[src/pss_pkg.sv]
`default_nettype none

package pss_pkg;

  // --------------------
  // Bus and block widths
  // --------------------
  localparam int ADDR_W = 8;
  localparam int DATA_W = 32;
  localparam int GPIO_W = 8;
  localparam int PIT_W  = 16;
  localparam int IRQ_N  = 2;

  // Slot field sits in the top address bits
  localparam int SLOT_W = 2;
  localparam int OFF_W  = ADDR_W - SLOT_W;

  // --------------------
  // Address map
  // --------------------
  localparam logic [SLOT_W-1:0] SLOT_GPIO = 2'd0;
  localparam logic [SLOT_W-1:0] SLOT_PIT  = 2'd1;
  localparam logic [SLOT_W-1:0] SLOT_IRQ  = 2'd2;
  // Slot 3 left unmapped, answered with an error

  // GPIO register offsets
  localparam logic [OFF_W-1:0] GPIO_DOUT    = 6'h00;
  localparam logic [OFF_W-1:0] GPIO_OE      = 6'h04;
  localparam logic [OFF_W-1:0] GPIO_DIN     = 6'h08;
  localparam logic [OFF_W-1:0] GPIO_RISE_EN = 6'h0C;

  // Timer register offsets
  localparam logic [OFF_W-1:0] PIT_LOAD  = 6'h00;
  localparam logic [OFF_W-1:0] PIT_CTRL  = 6'h04;
  localparam logic [OFF_W-1:0] PIT_COUNT = 6'h08;

  // Timer CTRL bit positions
  localparam int PIT_CTRL_EN     = 0;
  localparam int PIT_CTRL_RELOAD = 1;

  // Interrupt combiner register offsets
  localparam logic [OFF_W-1:0] IRQ_STATUS = 6'h00;
  localparam logic [OFF_W-1:0] IRQ_MASK   = 6'h04;

  // Interrupt source bit positions
  localparam int IRQ_SRC_GPIO = 0;
  localparam int IRQ_SRC_PIT  = 1;

  // --------------------
  // APB request and response
  // --------------------
  typedef struct packed {
    logic              psel;
    logic              penable;
    logic              pwrite;
    logic [ADDR_W-1:0] paddr;
    logic [DATA_W-1:0] pwdata;
  } apb_req_t;

  typedef struct packed {
    logic [DATA_W-1:0] prdata;
    logic              pready;
    logic              pslverr;
  } apb_rsp_t;

  // One bit per interrupt source
  typedef logic [IRQ_N-1:0] irq_vec_t;

endpackage

`default_nettype wire

[src/apb_slot_mux.sv]
`timescale 1ns/1ps
`default_nettype none

module apb_slot_mux (
  input  logic              HCLK,
  input  logic              reset_i,
  input  pss_pkg::apb_req_t req_i,
  output pss_pkg::apb_rsp_t rsp_o,
  output pss_pkg::apb_req_t gpio_req_o,
  input  pss_pkg::apb_rsp_t gpio_rsp_i,
  output pss_pkg::apb_req_t pit_req_o,
  input  pss_pkg::apb_rsp_t pit_rsp_i,
  output pss_pkg::apb_req_t irq_req_o,
  input  pss_pkg::apb_rsp_t irq_rsp_i
);
  import pss_pkg::*;

  logic [SLOT_W-1:0] addr_slot;
  logic [SLOT_W-1:0] slot_q;
  logic [SLOT_W-1:0] slot_sel;
  logic              setup;
  logic              access;

  // Slot number from the top address bits
  assign addr_slot = req_i.paddr[ADDR_W-1 -: SLOT_W];

  // APB phases
  assign setup  = req_i.psel & ~req_i.penable;
  assign access = req_i.psel & req_i.penable;

  // --------------------
  // Slot capture
  // --------------------
  // Decoded in setup, held for the access cycle
  always_ff @(posedge HCLK) begin
    if (reset_i) begin
      slot_q <= SLOT_GPIO;
    end else if (setup) begin
      slot_q <= addr_slot;
    end
  end

  // Live decode in setup, captured slot in access
  assign slot_sel = req_i.penable ? slot_q : addr_slot;

  // --------------------
  // Request fan-out
  // --------------------
  always_comb begin
    gpio_req_o = req_i;
    pit_req_o  = req_i;
    irq_req_o  = req_i;
    // Only the matching slave sees psel
    gpio_req_o.psel = req_i.psel & (slot_sel == SLOT_GPIO);
    pit_req_o.psel  = req_i.psel & (slot_sel == SLOT_PIT);
    irq_req_o.psel  = req_i.psel & (slot_sel == SLOT_IRQ);
  end

  // --------------------
  // Response select
  // --------------------
  always_comb begin
    // Idle bus reads as ready with no data
    rsp_o = '{prdata: '0, pready: 1'b1, pslverr: 1'b0};
    if (access) begin
      case (slot_sel)
        SLOT_GPIO: rsp_o = gpio_rsp_i;
        SLOT_PIT:  rsp_o = pit_rsp_i;
        SLOT_IRQ:  rsp_o = irq_rsp_i;
        // Unmapped slot, zero data with error
        default:   rsp_o.pslverr = 1'b1;
      endcase
    end
  end

endmodule

`default_nettype wire

[src/gpio_port.sv]
`timescale 1ns/1ps
`default_nettype none

module gpio_port (
  input  logic                      HCLK,
  input  logic                      reset_i,
  input  pss_pkg::apb_req_t         req_i,
  output pss_pkg::apb_rsp_t         rsp_o,
  input  logic [pss_pkg::GPIO_W-1:0] gpio_i,
  output logic [pss_pkg::GPIO_W-1:0] gpio_o,
  output logic [pss_pkg::GPIO_W-1:0] gpio_oe_o,
  output logic                      irq_o
);
  import pss_pkg::*;

  logic [OFF_W-1:0]  offset;
  logic              wr_en;
  logic              rd_en;
  logic [GPIO_W-1:0] dout_q;
  logic [GPIO_W-1:0] oe_q;
  logic [GPIO_W-1:0] rise_en_q;
  logic [GPIO_W-1:0] sync1_q;
  logic [GPIO_W-1:0] sync2_q;
  logic [GPIO_W-1:0] prev_q;
  logic [GPIO_W-1:0] rise;
  logic [DATA_W-1:0] rdata;

  // Offset within the slot, psel already decoded
  assign offset = req_i.paddr[OFF_W-1:0];
  assign wr_en  = req_i.psel & req_i.penable & req_i.pwrite;
  assign rd_en  = req_i.psel & req_i.penable & ~req_i.pwrite;

  // --------------------
  // Control registers
  // --------------------
  always_ff @(posedge HCLK) begin
    if (reset_i) begin
      dout_q    <= '0;
      oe_q      <= '0;
      rise_en_q <= '0;
    end else if (wr_en) begin
      case (offset)
        GPIO_DOUT:    dout_q    <= req_i.pwdata[GPIO_W-1:0];
        GPIO_OE:      oe_q      <= req_i.pwdata[GPIO_W-1:0];
        GPIO_RISE_EN: rise_en_q <= req_i.pwdata[GPIO_W-1:0];
        // DIN is read-only, other offsets ignored
        default: ;
      endcase
    end
  end

  // --------------------
  // Input path
  // --------------------
  // Two flop synchronizer, then one more stage for edge detect
  always_ff @(posedge HCLK) begin
    if (reset_i) begin
      sync1_q <= '0;
      sync2_q <= '0;
      prev_q  <= '0;
    end else begin
      sync1_q <= gpio_i;
      sync2_q <= sync1_q;
      prev_q  <= sync2_q;
    end
  end

  // Low to high on an enabled pin
  assign rise  = sync2_q & ~prev_q & rise_en_q;
  assign irq_o = |rise;

  // Pins
  assign gpio_o    = dout_q;
  assign gpio_oe_o = oe_q;

  // --------------------
  // Read path
  // --------------------
  always_comb begin
    rdata = '0;
    if (rd_en) begin
      case (offset)
        GPIO_DOUT:    rdata = DATA_W'(dout_q);
        GPIO_OE:      rdata = DATA_W'(oe_q);
        GPIO_DIN:     rdata = DATA_W'(sync2_q);
        GPIO_RISE_EN: rdata = DATA_W'(rise_en_q);
        default:      rdata = '0;
      endcase
    end
  end

  // No wait states, no errors
  assign rsp_o = '{prdata: rdata, pready: 1'b1, pslverr: 1'b0};

endmodule

`default_nettype wire

[src/pit_timer.sv]
`timescale 1ns/1ps
`default_nettype none

module pit_timer (
  input  logic              HCLK,
  input  logic              reset_i,
  input  pss_pkg::apb_req_t req_i,
  output pss_pkg::apb_rsp_t rsp_o,
  output logic              irq_o
);
  import pss_pkg::*;

  logic [OFF_W-1:0]  offset;
  logic              wr_en;
  logic              rd_en;
  logic              wr_load;
  logic              wr_ctrl;
  logic [PIT_W-1:0]  load_q;
  logic [PIT_W-1:0]  count_q;
  logic              en_q;
  logic              reload_q;
  logic              underflow;
  logic [DATA_W-1:0] rdata;

  assign offset  = req_i.paddr[OFF_W-1:0];
  assign wr_en   = req_i.psel & req_i.penable & req_i.pwrite;
  assign rd_en   = req_i.psel & req_i.penable & ~req_i.pwrite;
  assign wr_load = wr_en & (offset == PIT_LOAD);
  assign wr_ctrl = wr_en & (offset == PIT_CTRL);

  // Enabled cycle with count at zero
  assign underflow = en_q & (count_q == '0);
  assign irq_o     = underflow;

  // --------------------
  // Load and control
  // --------------------
  always_ff @(posedge HCLK) begin
    if (reset_i) begin
      load_q   <= '0;
      reload_q <= 1'b0;
    end else begin
      if (wr_load) begin
        load_q <= req_i.pwdata[PIT_W-1:0];
      end
      if (wr_ctrl) begin
        reload_q <= req_i.pwdata[PIT_CTRL_RELOAD];
      end
    end
  end

  // Enable, cleared by a one-shot underflow
  // a CTRL write in the same cycle wins
  always_ff @(posedge HCLK) begin
    if (reset_i) begin
      en_q <= 1'b0;
    end else if (wr_ctrl) begin
      en_q <= req_i.pwdata[PIT_CTRL_EN];
    end else if (underflow && !reload_q) begin
      en_q <= 1'b0;
    end
  end

  // --------------------
  // Down-counter
  // --------------------
  always_ff @(posedge HCLK) begin
    if (reset_i) begin
      count_q <= '0;
    end else if (wr_load) begin
      // LOAD write restarts the count
      count_q <= req_i.pwdata[PIT_W-1:0];
    end else if (underflow) begin
      // Reload on underflow, one-shot holds at zero
      if (reload_q) begin
        count_q <= load_q;
      end
    end else if (en_q) begin
      count_q <= count_q - 1'b1;
    end
  end

  // --------------------
  // Read path
  // --------------------
  always_comb begin
    rdata = '0;
    if (rd_en) begin
      case (offset)
        PIT_LOAD:  rdata = DATA_W'(load_q);
        PIT_CTRL:  rdata = DATA_W'({reload_q, en_q});
        PIT_COUNT: rdata = DATA_W'(count_q);
        default:   rdata = '0;
      endcase
    end
  end

  assign rsp_o = '{prdata: rdata, pready: 1'b1, pslverr: 1'b0};

endmodule

`default_nettype wire

[src/irq_combiner.sv]
`timescale 1ns/1ps
`default_nettype none

module irq_combiner (
  input  logic              HCLK,
  input  logic              reset_i,
  input  pss_pkg::apb_req_t req_i,
  output pss_pkg::apb_rsp_t rsp_o,
  input  pss_pkg::irq_vec_t irq_pulse_i,
  output logic              irq_o
);
  import pss_pkg::*;

  logic [OFF_W-1:0]  offset;
  logic              wr_en;
  logic              rd_en;
  irq_vec_t          clr;
  irq_vec_t          status_q;
  irq_vec_t          mask_q;
  logic [DATA_W-1:0] rdata;

  assign offset = req_i.paddr[OFF_W-1:0];
  assign wr_en  = req_i.psel & req_i.penable & req_i.pwrite;
  assign rd_en  = req_i.psel & req_i.penable & ~req_i.pwrite;

  // Write-one-to-clear bits for STATUS
  assign clr = (wr_en && offset == IRQ_STATUS) ? req_i.pwdata[IRQ_N-1:0] : '0;

  // --------------------
  // Status and mask
  // --------------------
  always_ff @(posedge HCLK) begin
    if (reset_i) begin
      status_q <= '0;
      mask_q   <= '0;
    end else begin
      // New pulse beats a clear in the same cycle
      status_q <= (status_q & ~clr) | irq_pulse_i;
      if (wr_en && offset == IRQ_MASK) begin
        mask_q <= req_i.pwdata[IRQ_N-1:0];
      end
    end
  end

  // Any unmasked pending source
  assign irq_o = |(status_q & mask_q);

  // --------------------
  // Read path
  // --------------------
  always_comb begin
    rdata = '0;
    if (rd_en) begin
      case (offset)
        IRQ_STATUS: rdata = DATA_W'(status_q);
        IRQ_MASK:   rdata = DATA_W'(mask_q);
        default:    rdata = '0;
      endcase
    end
  end

  assign rsp_o = '{prdata: rdata, pready: 1'b1, pslverr: 1'b0};

endmodule

`default_nettype wire

[src/pss_top.sv]
`timescale 1ns/1ps
`default_nettype none

module pss_top (
  input  logic                       HCLK,
  input  logic                       reset_i,
  input  pss_pkg::apb_req_t          apb_req_i,
  output pss_pkg::apb_rsp_t          apb_rsp_o,
  input  logic [pss_pkg::GPIO_W-1:0] gpio_i,
  output logic [pss_pkg::GPIO_W-1:0] gpio_o,
  output logic [pss_pkg::GPIO_W-1:0] gpio_oe_o,
  output logic                       irq_o
);
  import pss_pkg::*;

  // Per-slave APB buses
  apb_req_t gpio_req;
  apb_rsp_t gpio_rsp;
  apb_req_t pit_req;
  apb_rsp_t pit_rsp;
  apb_req_t irq_req;
  apb_rsp_t irq_rsp;

  // Interrupt pulses
  logic     gpio_irq;
  logic     pit_irq;
  irq_vec_t irq_pulse;

  // --------------------
  // APB slot decode
  // --------------------
  apb_slot_mux apb_slot_mux_i (
    .HCLK       (HCLK),
    .reset_i    (reset_i),
    .req_i      (apb_req_i),
    .rsp_o      (apb_rsp_o),
    .gpio_req_o (gpio_req),
    .gpio_rsp_i (gpio_rsp),
    .pit_req_o  (pit_req),
    .pit_rsp_i  (pit_rsp),
    .irq_req_o  (irq_req),
    .irq_rsp_i  (irq_rsp)
  );

  // --------------------
  // Slaves
  // --------------------
  gpio_port gpio_port_i (
    .HCLK      (HCLK),
    .reset_i   (reset_i),
    .req_i     (gpio_req),
    .rsp_o     (gpio_rsp),
    .gpio_i    (gpio_i),
    .gpio_o    (gpio_o),
    .gpio_oe_o (gpio_oe_o),
    .irq_o     (gpio_irq)
  );

  pit_timer pit_timer_i (
    .HCLK    (HCLK),
    .reset_i (reset_i),
    .req_i   (pit_req),
    .rsp_o   (pit_rsp),
    .irq_o   (pit_irq)
  );

  // Bit 0 GPIO, bit 1 timer
  always_comb begin
    irq_pulse               = '0;
    irq_pulse[IRQ_SRC_GPIO] = gpio_irq;
    irq_pulse[IRQ_SRC_PIT]  = pit_irq;
  end

  irq_combiner irq_combiner_i (
    .HCLK        (HCLK),
    .reset_i     (reset_i),
    .req_i       (irq_req),
    .rsp_o       (irq_rsp),
    .irq_pulse_i (irq_pulse),
    .irq_o       (irq_o)
  );

endmodule

`default_nettype wire

[config.mk]
export PLATFORM = sky130hd
export DESIGN_NAME = pss_top
export DESIGN_NICKNAME = d
export VERILOG_FILES = /design/src/pss_pkg.sv /design/src/apb_slot_mux.sv /design/src/gpio_port.sv /design/src/pit_timer.sv /design/src/irq_combiner.sv /design/src/pss_top.sv
export SDC_FILE = /design/constraint.sdc
export NUM_CORES = 1
export LEC_CHECK = 0
export BUFFER_PORTS_ARGS = -buffer_cell sky130_fd_sc_hd__buf_2
export CAP_MARGIN = 20
export CORE_MARGIN = 8
export CORE_UTILIZATION = 58
export DETAILED_ROUTE_END_ITERATION = 16
export GPL_TIMING_DRIVEN = 0
export PLACE_DENSITY = 0.81
export SLEW_MARGIN = 10
export SYNTH_ARGS = -nofsm -noshare
export SYNTH_HDL_FRONTEND = slang
export SYNTH_HIERARCHICAL = 1
export SYNTH_SLANG_ARGS = --single-unit
[constraint.sdc]
create_clock -name HCLK -period 5.4 [get_ports HCLK]
set_clock_uncertainty 0.05 [all_clocks]
set_input_delay 0.54 -clock HCLK [delete_from_list [all_inputs] [get_ports HCLK]]
set_output_delay 0.54 -clock HCLK [all_outputs]
set_load 0.02 [all_outputs]
### Word-level counts from Yosys, hierarchy flattened

Cells that the tools add are included.

| operators by class | value |
|---|---|
| add/sub/neg operators | 1 |
| multiplexer cells | 17 |
| reductions and logical operators | 16 |
| bitwise operators | 26 |
| equal/unequal tests | 6 |

Operator list:

| operator | number |
|---|---|
| case mux 33 bit (3 select lines) | 1 |
| 2-to-1 mux 32 bit | 3 |
| 2-to-1 mux 16 bit | 4 |
| case mux 16 bit (3 select lines) | 1 |
| 2-to-1 mux 34 bit | 1 |
| case mux 8 bit (4 select lines) | 1 |
| bitwise AND 1 bit | 17 |
| bitwise AND 8 bit | 2 |
| logical NOT 16 bit | 1 |
| subtractor 16 x 1 -> 16 bit (second input constant) | 1 |
| == test 6 x 4 -> 1 bit (second input constant) | 2 |
| NOT 8 bit | 1 |
| AND reduction 2 bit | 4 |
| OR reduction 8 bit | 1 |
| == test 6 x 3 -> 1 bit (second input constant) | 1 |
| logical NOT 6 bit | 1 |
| bitwise AND 2 bit | 2 |
| 2-to-1 mux 2 bit | 2 |
| case mux 2 bit (2 select lines) | 1 |
| logical AND 1 bit | 3 |
| 2-to-1 mux 1 bit | 3 |
| inequality test 3 x 1 -> 1 bit (second input constant) | 1 |
| nonzero test 3 bit | 1 |
| OR reduction 3 bit | 1 |
| 9 further kinds | 10 |

| storage, ports and cells | value |
|---|---|
| logic and storage cells | 79 |
| bits in registers | 88 |
| output and inout port bits | 51 |
| bits of input ports | 53 |

### Logic depth before layout (Yosys ltp)

| depth | value |
|---|---|
| word-level depth | 10 |
| mapped depth | 10 |
| mapped depth without buffers | 8 |

### Hierarchy

The synthesis kept the hierarchy.

By module, submodules not included:

| module | area each (um^2) | times used | cells each | seq. area each (um^2) |
|---|---|---|---|---|
| pit_timer | 2,326.0 | 1 | 313 | 680.7 |
| gpio_port | 2,169.6 | 1 | 204 | 960.9 |
| apb_slot_mux | 1,823.0 | 1 | 258 | 40.0 |
| irq_combiner | 500.5 | 1 | 62 | 80.1 |

### Worst setup path after synthesis

No wires, ideal clock.

| timing | value |
|---|---|
| path kind | input to output |
| start point | input apb_req_i[33] (netlist bit) |
| end point | output apb_rsp_o[7] (netlist bit) |
| data required time | 4.810 ns |
| stages on the path | 8 |
| data arrival time | 2.562 ns |
| setup slack | 2.248 ns |
| path buffers | 2 |
| cell sequence | buf_4 > or4_1 > nor2_1 > clkbuf_1 > a22oi_1 > nor2_1 > mux2i_1 > o21ai_0 |

RTL lines:

| what | line | source |
|---|---|---|
| start, declared | pss_top.sv:7 | `input pss_pkg::apb_req_t apb_req_i,` |
| end, declared | pss_top.sv:8 | `output pss_pkg::apb_rsp_t apb_rsp_o,` |

==> impl_metrics.env <==
export IMPL_layout_drive_gt1_share=0.254
export IMPL_fin_nets=943
export IMPL_drc_errors=0
export IMPL_r2r_start="pit_timer_i/count_q[0]"
export IMPL_fin_crit_ns=3.43
export IMPL_ctsRootBufferMaster="clkbuf_8"
export IMPL_power_per_cell_area_nw_per_um2=185
export IMPL_syn_to_final_growth_pct=13.9
export IMPL_hold_path_class="input port to register"
export IMPL_grt_usage=0.214
export IMPL_holdPathEnd="irq_combiner_i/status_q[0]"
export IMPL_r2r_cells=8
export IMPL_drt_pass1_iterations=5
export IMPL_wl_per_cell_um=14.9
export IMPL_antenna_left=0
export IMPL_numClockSinks=88
export IMPL_r2r_end="pit_timer_i/count_q[3]"
export IMPL_relSlewSlack=0.385
export IMPL_criticalPathCategory="input port to output port"
export IMPL_globalplace_congestion=0.982
export IMPL_tns_ns=0
export IMPL_initialDrtViolationCount=391
export IMPL_synthCells=761
export IMPL_dpl_worst_slack_ns=1.99
export IMPL_fmax_ghz=0.291
export IMPL_core_um2=10700
export IMPL_grt_start_max_net_pins=19
export IMPL_grt_pass1_vias=4956
export IMPL_start_util=0.584
export IMPL_clock_latency_ns=0.38
export IMPL_ctsLongestPathBuffers=2
export IMPL_fill_cells=952
export IMPL_holdPathStages=2
export IMPL_status="complete, no violations"
export IMPL_die_h_um=120
export IMPL_synth_warnings=6
export IMPL_finalMaxSlewViolations=0
export IMPL_maxCapViolations=0
export IMPL_startpoint_type="input port"
export IMPL_via_per_inst=5.13
export IMPL_cts_resized_gates=0
export IMPL_wl_um=15400
export IMPL_syn_area_per_cell_um2=8.21
export IMPL_syn_cell_area_um2=6250
export IMPL_endpoint_kind="output port"
export IMPL_final_core_util=0.665
export IMPL_finalHoldViolations=0
export IMPL_vias=5304
export IMPL_antenna_found_initial=0
export IMPL_overflow=0
export IMPL_dieArea_um2=14400
export IMPL_timing_final_crit_share=0.636
export IMPL_place_hpwl_um=11800
export IMPL_worstHoldStart="apb_req_i[0]"
export IMPL_tightest_slew_ns=0.915
export IMPL_n_antenna_cell=0
export IMPL_clkTransAtPathRegs_ns=0.10
export IMPL_worstPathArrival_ns=2.84
export IMPL_postCtsHoldBufs=0
export IMPL_num_rows=38
export IMPL_cts_tree="done"
export IMPL_htree_num_levels=3
export IMPL_rsz0062_at_grt="false"
export IMPL_grt_pass1_wl_um=25100
export IMPL_r2r_slack_ns=2.52
export IMPL_vdd_drop_max_v=0.000177
export IMPL_path_max_fanout=10
export IMPL_post_cts_setup_buffers=0
export IMPL_worst_hold_slack_ns=0.293
export IMPL_io_buffers=47
export IMPL_p_leak_nw=3.17
export IMPL_setup_violations=0
export IMPL_die_width_um=120
export IMPL_ios=104
export IMPL_cts_made_buffers=9
export IMPL_layout_setup_ws_ns=1.97
export IMPL_critPathRequiredTime_ns=4.81
-- final cells by class --
type                       count  area, µm²  area share
buffer                       169       1170       0.165
clock buffer                   9        124      0.0174
clock inverter                 7       72.6      0.0102
inverter                      11       41.3     0.00580
multi-input combinational    563       3540       0.497
sequential                    88       1760       0.247
tap                          140        175      0.0246
timing repair buffer          47        235      0.0330
-- registers in the layout, indices dropped and copies added, names as in the netlist --
signal,cells
apb_slot_mux_i/slot_q,2
gpio_port_i/gpio_o,8
gpio_port_i/gpio_oe_o,8
gpio_port_i/prev_q,8
gpio_port_i/rise_en_q,8
gpio_port_i/sync1_q,8
gpio_port_i/sync2_q,8
irq_combiner_i/mask_q,2
irq_combiner_i/status_q,2
pit_timer_i/count_q,16
pit_timer_i/en_q,1
pit_timer_i/load_q,16
pit_timer_i/reload_q,1
-- cell usage in the layout (no fill, tap or decap), types with 9 or more instances in the layout --
master	count
nor2_1	45
inv_1	11
mux2i_1	69
clkbuf_8	9
nand2b_1	28
nor2b_1	35
a21oi_1	37
dfxtp_1	88
o211ai_1	9
nor3_1	10
a22oi_1	14
nor4_1	9
conb_1	76
clkbuf_1	30
o21ai_0	36
buf_4	126
buf_2	51
nand2_1	86
-- layer usage --
layer	track usage	up-vias	share of wire
met3	0.0517	28	0.081
met5	0	-	0
li1	-	2702	-
met4	0.0843	0	0.024
met1	0.281	2375	0.45
met2	0.332	199	0.44
-- per-stage QoR --
step           power, mW  cells  area, µm²
3_5_place_dp       0.873   1018       6920
5_1_grt             1.37   1034       7120
6_report            1.31   1034       7120
4_1_cts             1.32   1034       7120
3_3_place_gp       0.871   1018       6920
2_1_floorplan      0.842    831       6510
-- worst max-delay path, cell delays in order --
cell	delay (ns)
buf_4	0.11
or4_1	0.61
nor2_1	0.39
clkbuf_1	0.44
a22oi_1	0.18
nor2_1	0.17
mux2i_1	0.08
o21ai_0	0.14
buf_2	0.19
-- power breakdown --
part	leakage [nW]	switching [mW]	internal (mW)	total, mW
registers	0.713	0.00388	0.657	0.660
logic	2.36	0.0952	0.106	0.201
clock network	0.0970	0.271	0.181	0.452
-- worst max-delay path by stage --
stage	from	to	slack, ns	cells past startpoint
floorplan	apb_req_i[33]	apb_rsp_o[7]	2.25	8
global route	apb_slot_mux_i/slot_q[1]	apb_rsp_o[8]	1.71	10
global placement	apb_req_i[33]	apb_rsp_o[16]	2.01	9
finish	apb_req_i[33]	apb_rsp_o[15]	1.97	9
detailed placement	apb_req_i[33]	apb_rsp_o[10]	1.99	9
CTS	apb_req_i[33]	apb_rsp_o[10]	1.98	9
(Power assumes the default switching activity.)
